## src/bp_pkg.sv

```systemverilog
package bp_pkg;

    // Address and table geometry
    localparam int XLEN          = 32;
    localparam int INDEX_WIDTH   = 6;
    localparam int HISTORY_WIDTH = 6;
    localparam int TAG_WIDTH     = XLEN - INDEX_WIDTH - 2;

    // Two-bit pattern counter, weakly not taken out of reset
    typedef logic [1:0] pht_cnt_t;
    localparam pht_cnt_t PHT_INIT = 2'b01;

    typedef enum logic [1:0] {
        BR_COND = 2'b00,
        BR_JAL  = 2'b01,
        BR_JALR = 2'b10
    } br_kind_e;

    typedef struct packed {
        logic                 valid;
        logic [TAG_WIDTH-1:0] tag;
        logic [XLEN-1:0]      target;
    } btb_entry_t;

    typedef struct packed {
        logic                     valid;
        logic [XLEN-1:0]          pc;
        logic                     prediction;
        logic                     btb_hit;
        logic [HISTORY_WIDTH-1:0] ghr;
    } fetch_t;

    typedef struct packed {
        logic                     valid;
        br_kind_e                 kind;
        logic [XLEN-1:0]          pc;
        logic                     taken;
        logic [XLEN-1:0]          target;
        logic                     prediction;
        logic [HISTORY_WIDTH-1:0] ghr;
    } resolve_t;

    typedef struct packed {
        logic                     valid;
        logic [XLEN-1:0]          pc;
        br_kind_e                 kind;
        logic                     taken;
        logic [XLEN-1:0]          target;
        logic [HISTORY_WIDTH-1:0] ghr;
    } tbl_update_t;

    typedef struct packed {
        logic            valid;
        logic [XLEN-1:0] pc;
    } redirect_t;

endpackage
```

## src/pc_gen.sv

```systemverilog
`timescale 1ns/1ns

module pc_gen
    import bp_pkg::*;
(
    input  logic                     clk_i,
    input  logic                     rst_ni,
    input  logic                     stall_i,
    input  redirect_t                redirect_i,
    input  logic                     btb_hit_i,
    input  logic                     prediction_i,
    input  logic [XLEN-1:0]          target_i,
    input  logic [HISTORY_WIDTH-1:0] ghr_i,
    output logic [XLEN-1:0]          pc_o,
    output fetch_t                   fetch_o
);

    logic [XLEN-1:0] pc_q;
    logic [XLEN-1:0] pc_next;
    fetch_t          fetch_q;

    // Recovery wins over stall, stall wins over prediction
    always_comb begin
        if (redirect_i.valid) begin
            pc_next = redirect_i.pc;
        end else if (stall_i) begin
            pc_next = pc_q;
        end else if (prediction_i) begin
            pc_next = target_i;
        end else begin
            pc_next = pc_q + 32'd4;
        end
    end

    always_ff @(posedge clk_i or negedge rst_ni) begin
        if (!rst_ni) begin
            pc_q <= '0;
        end else begin
            pc_q <= pc_next;
        end
    end

    // Fetch register, flushed on redirect
    always_ff @(posedge clk_i or negedge rst_ni) begin
        if (!rst_ni) begin
            fetch_q <= '0;
        end else if (redirect_i.valid) begin
            fetch_q <= '0;
        end else if (!stall_i) begin
            fetch_q.valid      <= 1'b1;
            fetch_q.pc         <= pc_q;
            fetch_q.prediction <= prediction_i;
            fetch_q.btb_hit    <= btb_hit_i;
            fetch_q.ghr        <= ghr_i;
        end
    end

    assign pc_o    = pc_q;
    assign fetch_o = fetch_q;

endmodule

```

## config.mk

```make
export PLATFORM = sky130hd
export DESIGN_NAME = pc_gen
export DESIGN_NICKNAME = d
export VERILOG_FILES = /design/src/bp_pkg.sv /design/src/pc_gen.sv
export SDC_FILE = /design/constraint.sdc
export NUM_CORES = 1
export LEC_CHECK = 0
export ABC_AREA = 1
export BUFFER_PORTS_ARGS = -buffer_cell sky130_fd_sc_hd__buf_4
export CORE_MARGIN = 2
export CORE_UTILIZATION = 54
export DETAILED_ROUTE_END_ITERATION = 8
export GPL_ROUTABILITY_DRIVEN = 0
export PLACE_DENSITY = 0.86
export SLEW_MARGIN = 10
export SYNTH_ARGS = -nofsm -noshare
export SYNTH_HDL_FRONTEND = slang
export SYNTH_SLANG_ARGS = --single-unit
```

## constraint.sdc

```tcl
create_clock -name clk_i -period 2.71 [get_ports clk_i]
set_input_delay 0.271 -clock clk_i [delete_from_list [all_inputs] [get_ports clk_i]]
set_output_delay 0.271 -clock clk_i [all_outputs]
set_load 0.005 [all_outputs]
```

==> flow_summary.ini, run 1 <==
[drt]
via_per_inst = 5.65
via_count = 4421
drt-initial-drc-count = 457
wl_per_cell_um = 16.0
drc = 0
drt.antenna.violating_nets = 0
first_pass_iters = 5
routed_wl_um = 12500

[cts]
cts_inserted_buffers = 9
clock_path_buffers = 2
cts.sinks = 73
postCtsHoldBufs = 0
post_cts_buffers = 0
clockRootBuffer = clkbuf_8
clk_pin_slew_ns = 0.08
cts_tree = yes
h-tree-depth = 3
cts-resized-gates = 0
clk_latency_ns = 0.36

[timing]
maxSlewViolCount = 0
setup_viol = 0
rsz0062_at_grt = false
whs_ns = 0.0283
skew_ns = 0.00912
finalCritPeriodShare = 0.658
max_clock_freq_mhz = 560
hold_viol = 0
worst_pin_slew_ns = 0.920
layout_min_cycle_time_ns = 1.78
slew_headroom = 0.387
setup_tns_ns = 0

[synthesis]
ys_ff_latch = 73
yosys.area_share.adder = 0.00310
ys.warnings.count = 0
synth_edf_count = 0
synth_ff_type = dfrtp_1
syn-num-nets = 617
synth_top_family_by_area = simple AND/OR/NAND/NOR gates
seq_area_frac_synth = 0.452
synthSimpleGateAreaFrac = 0.336
synth_area_leader_cell = dfrtp_1
synth_compound_area_frac = 0.133
yosys.area.top_type_share = 0.452
muxShareOfSynthArea = 0
async_flop_share = 1.00
synth.area.top_cells = dfrtp_1 (45%), nand2_1 (17%), nand3_1 (6.4%)
synth_xor_area_frac = 0.00650
netlist-cell-type-count = 35
ys_top_cells_by_count = nand2_1 (181), dfrtp_1 (73), nand3_1 (52), nor2_1 (51), o21ai_0 (37)
synth.avg_cell_area_um2 = 7.48
yosysMostFrequentCell = nand2_1
synthCells = 540
syn_area_um2 = 4040

[final_layout]
post-route-util = 0.745
fillers = 533
fin_nets = 756
area_growth_pct = 33.7
diodes = 0
drive_gt1_frac = 0.288

[floorplanning]
die_w_um = 90.5
pin_count = 149
dieArea_um2 = 8190
rows = 31
initial_core_util = 0.557
coreArea_um2 = 7250
die_h_um = 90.5

[worst_hold_path]
hold_class = input pin to asynchronous set/reset pin

[setup_path]
path_max_fanout = 6
r2r_end = pc_o[22]$_DFFE_PN0P_
cp-end-kind = flop
critPathKind = flop to flop
r2r_start = pc_o[3]$_DFFE_PN0P_
crit_path_end = pc_o[22]$_DFFE_PN0P_
critPathLaunchType = flop
crit_start = pc_o[3]$_DFFE_PN0P_
crit_arrival_ns = 2.09
reg2reg_slack_ns = 0.93
cp_data_required_time_ns = 3.01
reg2regPathDepth = 9

[place]
dpl.hpwl_um = 8930
port_buffers = 148

[global_routing]
gr-total-overflow = 0
grt_pass1_vias = 4236
grt_max_degree = 74
grt_pass1_wl_um = 20600
antenna_found_initial = 0
gr-usage-all-layers = 0.310

[power]
ir_worst_vdd_mv = 0.398
power_density_nw_per_um2 = 528
leakage_nw = 2.72

[flow_run]
maxCapViolCount = 0

[outcome]
status = complete, no violations
-- kinds of logic after synthesis --
| logic type | Yosys count |
|---|---|
| compound gates | 85 |
| fa+ha+maj | 1 |
| flops | 73 |
| simple gates | 314 |
| buf+inv | 64 |
| xor+xnor | 3 |
-- final cells by class --
| class | count | area (µm²) | area share |
|---|---|---|---|
| sequential | 73 | 1830 | 0.338 |
| timing repair buffer | 152 | 1140 | 0.211 |
| inverter | 40 | 153 | 0.0283 |
| clock inverter | 4 | 50.0 | 0.00927 |
| clock buffer | 12 | 165 | 0.0306 |
| tap | 99 | 124 | 0.0229 |
| multi-input combinational | 403 | 1940 | 0.360 |
-- power breakdown --
group	switching [mW]	total, mW	leakage [nW]	internal [mW]
clock network	0.428	0.927	0.105	0.499
logic	0.315	0.609	1.69	0.294
registers	0.128	1.32	0.932	1.19
total	0.871	2.85	2.72	1.98
-- flip-flops by register name (all words and copies together) (netlist names) --
name / flops
pc_o: 32
fetch_o: 41
-- routing by layer --
metal  vias up  GRT usage  routed length [µm]
li1       2054          -                   -
met1      2080      0.439                5310
met2       260      0.474                5760
met3        27     0.0576                1190
met4         0      0.123                 273
met5         -          0                   0
-- how the worst min path moves through the flow --
stage | start | to | slack (ns)
global route | rst_ni | pc_o[5]$_DFFE_PN0P_ | 0.13
CTS | rst_ni | pc_o[6]$_DFFE_PN0P_ | 0.08
finish | rst_ni | fetch_o[0]$_DFFE_PN0P_ | 0.03
global placement | rst_ni | fetch_o[0]$_DFFE_PN0P_ | 0.46
detailed placement | rst_ni | fetch_o[0]$_DFFE_PN0P_ | 0.46
floorplan | rst_ni | fetch_o[0]$_DFFE_PN0P_ | -0.02
-- metrics by stage --
step,instances,instance area [µm²],power (mW),setup slack (ns)
6_report,783,5400,2.85,0.926
5_1_grt,783,5400,2.97,0.809
4_1_cts,783,5400,2.84,0.977
3_5_place_dp,767,5190,1.94,0.849
3_3_place_gp,767,5190,1.92,0.889
2_1_floorplan,540,4040,1.58,1.28
-- critical path, cell delays in order (launching register included) --
cell and delay, ns:
dfrtp_1 0.42, ha_1 0.22, nand2_1 0.09, nor2_2 0.16, nand2_4 0.14, nor2_2 0.23
nand2_1 0.14, nor2_1 0.13, o21ai_0 0.09, nand2_1 0.09
-- cell usage in the layout, fill, tap and decap left out, types with 5 or more instances in the layout --
cell type	Yosys	routed
inv_2	5	5
a22o_1	7	7
nand2_1	181	181
o21ai_0	37	37
nand2_2	5	5
nor2_1	51	51
nor2_2	10	9
o211ai_1	5	5
nor2_4	4	5
dfrtp_1	73	73
buf_4	3	152
inv_1	34	34
a221oi_1	13	13
nand3_1	52	52
clkbuf_8	1	12
a21oi_1	13	13
Note: power is estimated with default switching activity, not from simulation.
==> inputs of run 2 (changes only) <==
CORE_UTILIZATION = 50   (was 54)
PLACE_DENSITY = 0.81   (was 0.86)
clock period = 1.7 ns   (was 2.71 ns; I/O delays follow)
==> run 2 against run 1 <==
Wire length is 4.7% higher. Combinational power up 72%. Clock power increased by 68%. Via count increased by 0.77%. Critical endpoint is now pc_o[18]$_DFFE_PN0P_. Register-to-register slack worse by 0.89 ns. Critical path type unchanged.
==> flow_summary.ini, run 2 (synthesis results as in run 1) <==
[outcome]
status = complete, no violations

[final_layout]
post-route-util = 0.724
largest_reg_flops = 41
most-common-layout-cells = nand2_1 (178), buf_4 (160), dfrtp_1 (73), nand3_1 (51), nor2_1 (50)
fin_nets = 770
fillers = 641
drive_gt1_frac = 0.312
layout.cells.non_filler = 800
final_common_cell = nand2_1
diodes = 0
design_area_um2 = 5630
area_growth_pct = 39.2

[timing]
slew_headroom = 0.726
skew_ns = 0.00782
max_clock_freq_mhz = 602
setup_viol = 0
worst_pin_slew_ns = 0.410
whs_ns = 0.0523
hold_viol = 0
finalCritPeriodShare = 0.978
layout_min_cycle_time_ns = 1.66
rsz0062_at_grt = true
maxSlewViolCount = 0

[drt]
first_pass_iters = 6
via_count = 4455
routed_wl_um = 13100
drt-initial-drc-count = 335
drt.antenna.violating_nets = 0
drc = 0
via_per_inst = 5.57
wl_per_cell_um = 16.4

[place]
dp.cells = 782
placed_area_um2 = 5330
dpl.hpwl_um = 9460
port_buffers = 148

[global_routing]
grt_max_degree = 52
grt_pass1_wl_um = 20700
gr-usage-all-layers = 0.302
grt_pass1_vias = 4255
gr-total-overflow = 0
antenna_found_initial = 0

[floorplanning]
coreArea_um2 = 7770
initial_core_util = 0.520
rows = 32
dieArea_um2 = 8820
die_h_um = 93.9
pin_count = 149
die_w_um = 93.9

[power]
power_density_nw_per_um2 = 836
power.switching_mw = 1.39
ir_worst_vdd_mv = 0.587
p_seq_frac = 0.444
pwr-share-comb = 0.223
p_sw_frac = 0.296
p_int_mw = 3.31
clkPwrFrac = 0.333
leakage_nw = 2.80

[cts]
cts.sinks = 73
post_cts_buffers = 0
clock_path_buffers = 2
clk_latency_ns = 0.35
cts_tree = yes
cts_inserted_buffers = 9
clk_pin_slew_ns = 0.07
h-tree-depth = 3
clockRootBuffer = clkbuf_8

[worst_hold_path]
holdPathStages = 3
hold_start = ghr_i[2]
hold_path_end = fetch_o[2]$_DFFE_PN0P_
hold_class = input pin to flop

[flow_run]
maxCapViolCount = 0

[setup_path]
reg2reg_slack_ns = 0.04
cp_cell_sequence = ha_2 > nand2_2 > nor2_4 > nand2_8 > nor2_2 > xor2_1 > nand2_1 > a21oi_1
reg2regPathDepth = 8
critPathKind = flop to flop
critical_path.top_delay_family = simple AND/OR/NAND/NOR gates
cp_data_required_time_ns = 1.97
worst-path-buf-inv = 0
r2r_end = pc_o[18]$_DFFE_PN0P_
crit_arrival_ns = 1.93
max_stage_delay_ns = 0.43
critPathSlowestCell = dfrtp_1
cp-end-kind = flop
path_max_fanout = 7
r2r_start = pc_o[3]$_DFFE_PN0P_
critPathLaunchType = flop
==> run 2: per-stage QoR <==
step	power [mW]	setup slack (ns)	TNS [ns]
final	4.70	0.0379	0
after global placement	3.11	0.193	0
after floorplan	2.52	0.268	0
after detailed placement	3.14	0.0998	0
after global routing	4.91	-0.0198	-0.0560
after CTS	4.69	0.0831	0
==> run 2: worst min-delay path, cell delays in order <==
cell	delay, ns
buf_4	0.08
nand3_1	0.06
nand2_1	0.06
==> run 2: repair_timing <==
action,in CTS,in global routing
hold buffers,1,0
resized for setup,0,11
hold endpoints to repair,22,0
endpoints found under the setup margin,0,12
==> run 2: area by class of cell <==
| class | instances | area [µm²] | area share |
|---|---|---|---|
| Sequential cell | 73 | 1830 | 0.325 |
| Tap cell | 102 | 128 | 0.0227 |
| Timing Repair Buffer | 165 | 1290 | 0.230 |
| Multi-Input combinational cell | 404 | 2000 | 0.355 |
| Clock buffer | 11 | 151 | 0.0269 |
| Inverter | 40 | 153 | 0.0271 |
| Clock inverter | 5 | 77.6 | 0.0138 |
==> run 2: worst max-delay path by stage <==
stage               depth (start not counted)              endpoint                 from  slack [ns]
CTS                                         9  pc_o[14]$_DFFE_PN0P_  pc_o[3]$_DFFE_PN0P_        0.08
floorplan                                  10  pc_o[26]$_DFFE_PN0P_  pc_o[3]$_DFFE_PN0P_        0.27
global placement                           10  pc_o[26]$_DFFE_PN0P_  pc_o[3]$_DFFE_PN0P_        0.19
global route                               10  pc_o[28]$_DFFE_PN0P_  pc_o[3]$_DFFE_PN0P_       -0.02
detailed placement                          9  pc_o[14]$_DFFE_PN0P_  pc_o[3]$_DFFE_PN0P_         0.1
finish                                      8  pc_o[18]$_DFFE_PN0P_  pc_o[3]$_DFFE_PN0P_        0.04
==> run 2: power groups by stage <==
stage               Sequential, mW  Combinational, mW  Clock (mW)
floorplan                     2.09              0.425           0
global placement              2.11               1.00           0
detailed placement            2.11               1.03           0
CTS                           2.08               1.04        1.57
global route                  2.11               1.15        1.65
finish                        2.09               1.05        1.56
==> run 2: metal layers <==
layer	share of wire	wire length, µm	track usage	vias to the layer above
met2	0.48	6230	0.487	225
met4	0.021	281	0.110	0
met1	0.41	5420	0.406	2124
met3	0.090	1190	0.0610	22
met5	0	0	0	-
li1	-	-	-	2084
