File: src/bp_pkg.sv
package bp_pkg;

    // Address and table geometry
    localparam int XLEN          = 32;
    localparam int INDEX_WIDTH   = 6;
    localparam int HISTORY_WIDTH = 6;
    localparam int TAG_WIDTH     = XLEN - INDEX_WIDTH - 2;

    // Two-bit pattern counter, weakly not taken out of reset
    typedef logic [1:0] pht_cnt_t;
    localparam pht_cnt_t PHT_INIT = 2'b01;

    typedef enum logic [1:0] {
        BR_COND = 2'b00,
        BR_JAL  = 2'b01,
        BR_JALR = 2'b10
    } br_kind_e;

    typedef struct packed {
        logic                 valid;
        logic [TAG_WIDTH-1:0] tag;
        logic [XLEN-1:0]      target;
    } btb_entry_t;

    typedef struct packed {
        logic                     valid;
        logic [XLEN-1:0]          pc;
        logic                     prediction;
        logic                     btb_hit;
        logic [HISTORY_WIDTH-1:0] ghr;
    } fetch_t;

    typedef struct packed {
        logic                     valid;
        br_kind_e                 kind;
        logic [XLEN-1:0]          pc;
        logic                     taken;
        logic [XLEN-1:0]          target;
        logic                     prediction;
        logic [HISTORY_WIDTH-1:0] ghr;
    } resolve_t;

    typedef struct packed {
        logic                     valid;
        logic [XLEN-1:0]          pc;
        br_kind_e                 kind;
        logic                     taken;
        logic [XLEN-1:0]          target;
        logic [HISTORY_WIDTH-1:0] ghr;
    } tbl_update_t;

    typedef struct packed {
        logic            valid;
        logic [XLEN-1:0] pc;
    } redirect_t;

endpackage
File: src/resolve_stage.sv
`timescale 1ns/1ns

module resolve_stage
    import bp_pkg::*;
(
    input  logic        clk_i,
    input  logic        rst_ni,
    input  resolve_t    resolve_i,
    output redirect_t   redirect_o,
    output tbl_update_t upd_o
);

    logic     res_valid_q;
    resolve_t res_data_q;
    logic     trainable;
    logic     mispredict;

    // Resolution pipeline register
    always_ff @(posedge clk_i or negedge rst_ni) begin
        if (!rst_ni) begin
            res_valid_q <= 1'b0;
        end else begin
            res_valid_q <= resolve_i.valid;
        end
    end

    always_ff @(posedge clk_i) begin
        res_data_q <= resolve_i;
    end

    // Conditional branches and direct jumps go through the predictor
    assign trainable = (res_data_q.kind == BR_COND) || (res_data_q.kind == BR_JAL);

    // Indirect jumps are never predicted, so they always recover
    assign mispredict = res_valid_q &&
                        ((trainable && (res_data_q.prediction != res_data_q.taken)) ||
                         (res_data_q.kind == BR_JALR));

    always_comb begin
        redirect_o.valid = mispredict;
        if (res_data_q.taken) begin
            redirect_o.pc = res_data_q.target;
        end else begin
            redirect_o.pc = res_data_q.pc + 32'd4;
        end
    end

    // Training command to the lookup tables
    always_comb begin
        upd_o.valid  = res_valid_q && trainable;
        upd_o.pc     = res_data_q.pc;
        upd_o.kind   = res_data_q.kind;
        upd_o.taken  = res_data_q.taken;
        upd_o.target = res_data_q.target;
        upd_o.ghr    = res_data_q.ghr;
    end

endmodule

File: config.mk
export PLATFORM = sky130hd
export DESIGN_NAME = resolve_stage
export DESIGN_NICKNAME = d
export VERILOG_FILES = /design/src/bp_pkg.sv /design/src/resolve_stage.sv
export SDC_FILE = /design/constraint.sdc
export NUM_CORES = 1
export LEC_CHECK = 0
export ABC_AREA = 1
export CAP_MARGIN = 10
export CORE_MARGIN = 1
export CORE_UTILIZATION = 55
export CTS_BUF_LIST = sky130_fd_sc_hd__clkbuf_8
export DETAILED_ROUTE_END_ITERATION = 6
export DONT_BUFFER_PORTS = 1
export HOLD_SLACK_MARGIN = 0.02
export PLACE_DENSITY = 0.7
export RECOVER_POWER = 25
export SYNTH_ARGS = -nofsm -noshare
export SYNTH_HDL_FRONTEND = slang
export SYNTH_SLANG_ARGS = --single-unit
File: constraint.sdc
create_clock -name clk_i -period 2.05 [get_ports clk_i]
set_input_delay 0.205 -clock clk_i [delete_from_list [all_inputs] [get_ports clk_i]]
set_output_delay 0.205 -clock clk_i [all_outputs]
set_load 0.02 [all_outputs]
==> results.sh, run 1 <==
export IMPL_yosys_area_top_type="dfxtp_1"
export IMPL_synthAdderAreaFrac=0.003745
export IMPL_synth_top_cell_area_share=0.4434
export IMPL_die_area_mm2=0.006390
export IMPL_drtAntennaViolNets=0
export IMPL_grt_use_total=0.2602
export IMPL_first_pass_iters=4
export IMPL_synth_top_flop_cell="dfxtp_1"
export IMPL_wl_per_cell_um=15.28
export IMPL_yosys_top_cells_count="nand2_1 (136), buf_4 (74), dfxtp_1 (74), nor2_1 (38), nand3_1 (30)"
export IMPL_vias_per_cell=4.921
export IMPL_hp_class="in2async"
export IMPL_drive_gt1_frac=0.2055
export IMPL_num_fill_cells=460
export IMPL_relSlewSlack=0.5457
export IMPL_synth_area_top_cells="dfxtp_1 (44%), buf_4 (17%), nand2_1 (15%)"
export IMPL_fp_dieH_um=79.94
export IMPL_multiInputGateArea_mm2=0.001221
export IMPL_hold_viol_final=0
export IMPL_grt_max_degree=23
export IMPL_ys_async_sr_fraction=0.01333
export IMPL_drc=0
export IMPL_vias=2692
export IMPL_worst_pin_slew_ps=674.3
export IMPL_pwr_share_seq=0.538
export IMPL_fp_row_count=28
export IMPL_portBuffers=0
export IMPL_dp_cells=453
export IMPL_crit_chain="ha_4 > nand2_2 > nor2_8 > nand2_2 > xor2_1 > o21ai_1"
export IMPL_avgSynthCellArea_um2=7.733
export IMPL_swShare=0.3000
export IMPL_path_buf_inv=0
export IMPL_grt_pass1_vias=2706
export IMPL_grt_pass1_wl_um=12330
export IMPL_die_w_um=79.94
export IMPL_finalCriticalPeriod_ps=1968
export IMPL_status="complete, no violations"
export IMPL_max_freq_mhz=508.2
export IMPL_preCtsSetupSlack_ps=348.8
export IMPL_globalplace_congestion=0.9145
export IMPL_crit_arrival_ps=1760
export IMPL_yosysWarnings=0
export IMPL_synth_most_common_cell="nand2_1"
export IMPL_synth_mux_area_frac=0
export IMPL_synth_top_family_by_area="simple AND/OR/NAND/NOR gates"
export IMPL_power_frac_comb=0.142
export IMPL_critical_path_class="reg2out"
export IMPL_drt_total_wl_um=8356
export IMPL_p_per_area_mw_per_mm2=759.4
export IMPL_tritoncts="done"
export IMPL_cts_buffers=9
export IMPL_period_share=0.9598
export IMPL_worst_path_max_delay_cell="dfxtp_2"
export IMPL_cpMostUsedCell="nand2_2"
export IMPL_critPathCaptureType="output port"
export IMPL_yosys_register_bits=75
export IMPL_synth_edf_count=0
export IMPL_syn_nets=510
export IMPL_worstPathRequired_ps=1850
export IMPL_cap_violations=0
export IMPL_drtIter0Drc=120
export IMPL_synthXorXnorAreaFrac=0.007865
export IMPL_setup_violations_final=0
export IMPL_crit_family="flip-flops"
export IMPL_finalNonFillerCells=547
export IMPL_synth_seq_area_share=0.4509
export IMPL_power_switching_mw=0.9317
export IMPL_internal_power_mw=2.174
export IMPL_antenna_found_initial=0
export IMPL_cpPeakStageDelay_ps=380
export IMPL_crit_start="upd_o[44]"
export IMPL_diodes=0
export IMPL_syn2layout_area_growth_pct=22.43
export IMPL_start_util=0.5676
export IMPL_grt_overflow=0
export IMPL_clkPwrFrac=0.320
export IMPL_clock_root_buffer="clkbuf_8"
export IMPL_synth_simple_gate_area_share=0.3075
export IMPL_cts_sinks=75
export IMPL_dp_hpwl_um=5548
export IMPL_ioPinCount=184
export IMPL_clockBufferDepth=2
export IMPL_vdd_drop_max_mv=0.5617
export IMPL_start_kind="flop"
export IMPL_cts_reportedPaths_clkPinSlew_ps=80
export IMPL_synth_compound_area_share=0.02584
export IMPL_yosysUniqueCellTypes=25
export IMPL_core_area_mm2=0.005886
export IMPL_power_leakage_nw=1.857
export IMPL_syn_area_mm2=0.003341
export IMPL_crit_fanout=5
export IMPL_final_util=0.6949
export IMPL_drv_slew=0
export IMPL_setup_slack_ps=82.32
export IMPL_nNetsFinal=545
export IMPL_syn_inst=432
export IMPL_cts_max_level=3
export IMPL_seq_area_mm2=0.001523
==> sequential cells by signal, summed over array words and instances, names as in the netlist <==
register     flops
res_data_q       1
upd_o           73
res_valid_q      1
==> cell usage in the layout, fill, tap and decap left out <==
master	netlist	layout
o21ai_0	7	7
nor2_4	7	7
nand2_1	136	122
dfrtp_1	1	1
dfxtp_4	0	1
nand2_2	5	19
nor2_8	2	2
or2_0	1	1
dfxtp_1	74	63
nand3_1	30	30
and2_1	3	3
o21ai_2	0	1
clkinv_4	0	3
buf_4	74	29
dlygate4sd3_1	0	76
nor2_1	38	36
nand2_8	0	1
or2_1	2	2
nor2_2	4	6
o21ai_1	3	2
ha_4	0	1
a21oi_1	6	5
inv_6	0	2
dfxtp_2	0	10
clkinv_1	1	1
clkinv_2	0	1
clkbuf_8	0	9
inv_1	21	22
a31oi_1	1	1
xor2_1	3	3
a21oi_2	0	1
inv_2	4	4
==> worst max-delay path by stage <==
stage                                end  slack, ps  cells past startpoint
after floorplan           redirect_o[12]        470                      7
after global placement    redirect_o[12]        390                      6
after detailed placement  redirect_o[12]        350                      7
after CTS                  redirect_o[8]          3                      6
after global routing      redirect_o[23]        -20                      8
final                      redirect_o[8]         80                      6
==> power groups by stage <==
stage,Clock (mW),Sequential (mW),Combinational [mW]
after global routing,1.09,1.68,0.476
final,0.993,1.67,0.442
after global placement,0,1.70,0.301
after CTS,1.02,1.67,0.424
after floorplan,0,1.62,0.403
after detailed placement,0,1.70,0.304
==> through the flow <==
step | total power, mW | hold WS, ps | instance area [um2] | setup TNS, ps
global route | 3.244 | 43.02 | 4090 | -86.47
global placement | 2.001 | -90.56 | 3054 | 0
finish | 3.106 | 63.79 | 4090 | 0
detailed placement | 2.005 | -90.56 | 3054 | 0
floorplan | 2.019 | -90.59 | 3341 | 0
CTS | 3.109 | 43.47 | 4018 | 0
==> kinds of logic after synthesis <==
| logic type | count (synthesis) |
|---|---|
| adders and majority gates | 1 |
| DFF | 75 |
| buffers and inverters | 107 |
| and+or+nand+nor | 229 |
| xor gates and xnor gates | 3 |
| AOI/OAI and AO/OA | 17 |
==> cell type report <==
cell class                      count  area share
Sequential cell                    75      0.3723
Timing Repair Buffer              105      0.2392
Clock buffer                        9     0.03028
Inverter                           26     0.02386
Multi-Input combinational cell    250      0.2986
Clock inverter                      7     0.01285
Tap cell                           75     0.02294
==> what timing repair did <==
item	4_1_cts	5_1_grt
gates resized for setup	11	21
pin swaps	0	2
hold endpoints to repair	76	0
setup endpoints to repair	13	22
buffers inserted	0	2
hold buffers	76	0
==> per-layer routing <==
metal  track usage  up-vias  part of all wire  routed length, um
li1              -     1326                 -                  -
met1        0.2641     1217              0.38               3192
met2        0.4761      136              0.52               4333
met3        0.1143       13             0.083                691
met4       0.07857        0             0.017                138
met5             0        -                 0                  0
(Power assumes the default switching activity.)
==> run 2: changes to the inputs <==
- CELL_PAD_IN_SITES_DETAIL_PLACEMENT: not set -> 1
- CELL_PAD_IN_SITES_GLOBAL_PLACEMENT: not set -> 2
- CORE_UTILIZATION: 55 -> 36
- PLACE_DENSITY: 0.7 -> not set
- PLACE_DENSITY_LB_ADDON: not set -> 0.1
==> results.sh, run 2 (same netlist as run 1, synthesis figures left out) <==
export IMPL_tritoncts="done"
export IMPL_cts_reportedPaths_clkPinSlew_ps=90
export IMPL_seq_area_mm2=0.001534
export IMPL_drv_slew=0
export IMPL_final_common_cell="nand2_1"
export IMPL_dp_cells=495
export IMPL_core_area_mm2=0.008848
export IMPL_worstPathRequired_ps=1850
export IMPL_whs_ps=49.72
export IMPL_setup_violations_final=0
export IMPL_dp_hpwl_um=6721
export IMPL_grt_overflow=0
export IMPL_ioPinCount=184
export IMPL_clockBufferDepth=2
export IMPL_crit_chain="ha_4 > nand2_4 > nor2_8 > nand2_8 > nor2_4 > nand2_1 > nand2_1 > nand3_2 > nand2_4"
export IMPL_globalplace_congestion=0.7594
export IMPL_finalCriticalPeriod_ps=1986
export IMPL_period_share=0.9687
export IMPL_cpPeakStageDelay_ps=380
export IMPL_finalNonFillerCells=590
export IMPL_path_buf_inv=0
export IMPL_first_pass_iters=7
export IMPL_drtAntennaViolNets=0
export IMPL_vias=2729
export IMPL_critPathCaptureType="output port"
export IMPL_clock_root_buffer="clkbuf_8"
export IMPL_antenna_found_initial=0
export IMPL_cts_buffers=9
export IMPL_worst_path_max_delay_cell="dfxtp_4"
export IMPL_fp_row_count=34
export IMPL_fp_dieH_um=98.33
export IMPL_crit_fanout=6
export IMPL_vdd_drop_max_mv=0.4934
export IMPL_rsz0062_at_grt="true"
export IMPL_wl_per_cell_um=16.29
export IMPL_grt_use_total=0.1988
export IMPL_drt_total_wl_um=9611
export IMPL_crit_arrival_ps=1780
export IMPL_critical_path_class="reg2out"
export IMPL_cap_violations=0
export IMPL_dpl_cell_area_mm2=0.003163
export IMPL_grt_pass1_wl_um=14840
export IMPL_cts_sinks=75
export IMPL_crit_family="simple AND/OR/NAND/NOR gates"
export IMPL_diodes=0
export IMPL_design_area_mm2=0.004318
export IMPL_relSlewSlack=0.7224
export IMPL_largest_reg_flops=73
export IMPL_grt_max_degree=22
export IMPL_finalPower_mw=3.279
export IMPL_drc=12
export IMPL_die_area_mm2=0.009669
export IMPL_drive_gt1_frac=0.2531
export IMPL_syn2layout_area_growth_pct=29.25
export IMPL_multiInputGateArea_mm2=0.001304
export IMPL_cts_max_level=3
export IMPL_num_fill_cells=1055
export IMPL_drtIter0Drc=79
export IMPL_worst_pin_slew_ps=413.7
export IMPL_start_util=0.3775
export IMPL_status="finished with violations"
export IMPL_start_kind="flop"
export IMPL_violations="DRC"
export IMPL_mostFrequentLayoutCells="nand2_1 (118), dlygate4sd3_1 (76), dfxtp_1 (60)"
export IMPL_vias_per_cell=4.625
export IMPL_die_w_um=98.33
export IMPL_p_per_area_mw_per_mm2=759.5
export IMPL_portBuffers=0
export IMPL_max_freq_mhz=503.6
export IMPL_hold_viol_final=0
export IMPL_final_util=0.4880
export IMPL_nNetsFinal=555
export IMPL_hp_class="in2async"
export IMPL_power_leakage_nw=1.951
export IMPL_grt_pass1_vias=3007
## run 2: repair_timing
| action | in CTS | in global routing |
|---|---|---|
| buffers inserted | 0 | 3 |
| setup endpoints to repair | 17 | 22 |
| pin swaps | 1 | 20 |
| endpoints found under the hold margin | 76 | 0 |
| hold buffers | 76 | 0 |
| resized for setup | 11 | 48 |
## run 2: area by class of cell
cell class / count / share of cell area
flip-flops and latches: 75 / 0.3553
multi-input cells: 250 / 0.3019
repair buffers: 115 / 0.2440
well taps: 108 / 0.03130
clock buffers: 9 / 0.02869
inverters: 26 / 0.02260
clock inverters: 7 / 0.01623
## run 2: worst max-delay path by stage
stage / startpoint / depth (start not counted) / slack (ps) / endpoint
after global placement: upd_o[43] / 9 / 340 / redirect_o[16]
final: upd_o[44] / 9 / 60 / redirect_o[28]
after global routing: upd_o[44] / 9 / -50 / redirect_o[24]
after detailed placement: upd_o[44] / 9 / 290 / redirect_o[16]
after floorplan: upd_o[43] / 7 / 470 / redirect_o[12]
after CTS: upd_o[44] / 9 / 0.8 / redirect_o[24]
## run 2: through the flow
step / worst slack, ps / TNS, ps
floorplan: 466.2 / 0
global placement: 339.6 / 0
global route: -48.70 / -305.8
CTS: 0.8195 / 0
detailed placement: 290.5 / 0
finish: 64.17 / 0
## run 2: layer usage
layer  share of wire  up-vias  routed length, um  track usage
met5               0        -                  0            0
met4           0.013        0                129      0.06200
met3           0.088       11                841      0.07946
met2            0.49      124               4683       0.3418
met1            0.41     1251               3957       0.2257
li1                -     1343                  -            -
## run 2: power by group
part           switching [mW]  total, mW  internal [mW]
Sequential              0.128       1.66           1.54
Combinational           0.276      0.485          0.209
Clock                   0.568       1.13          0.563
Total                   0.971       3.28           2.31
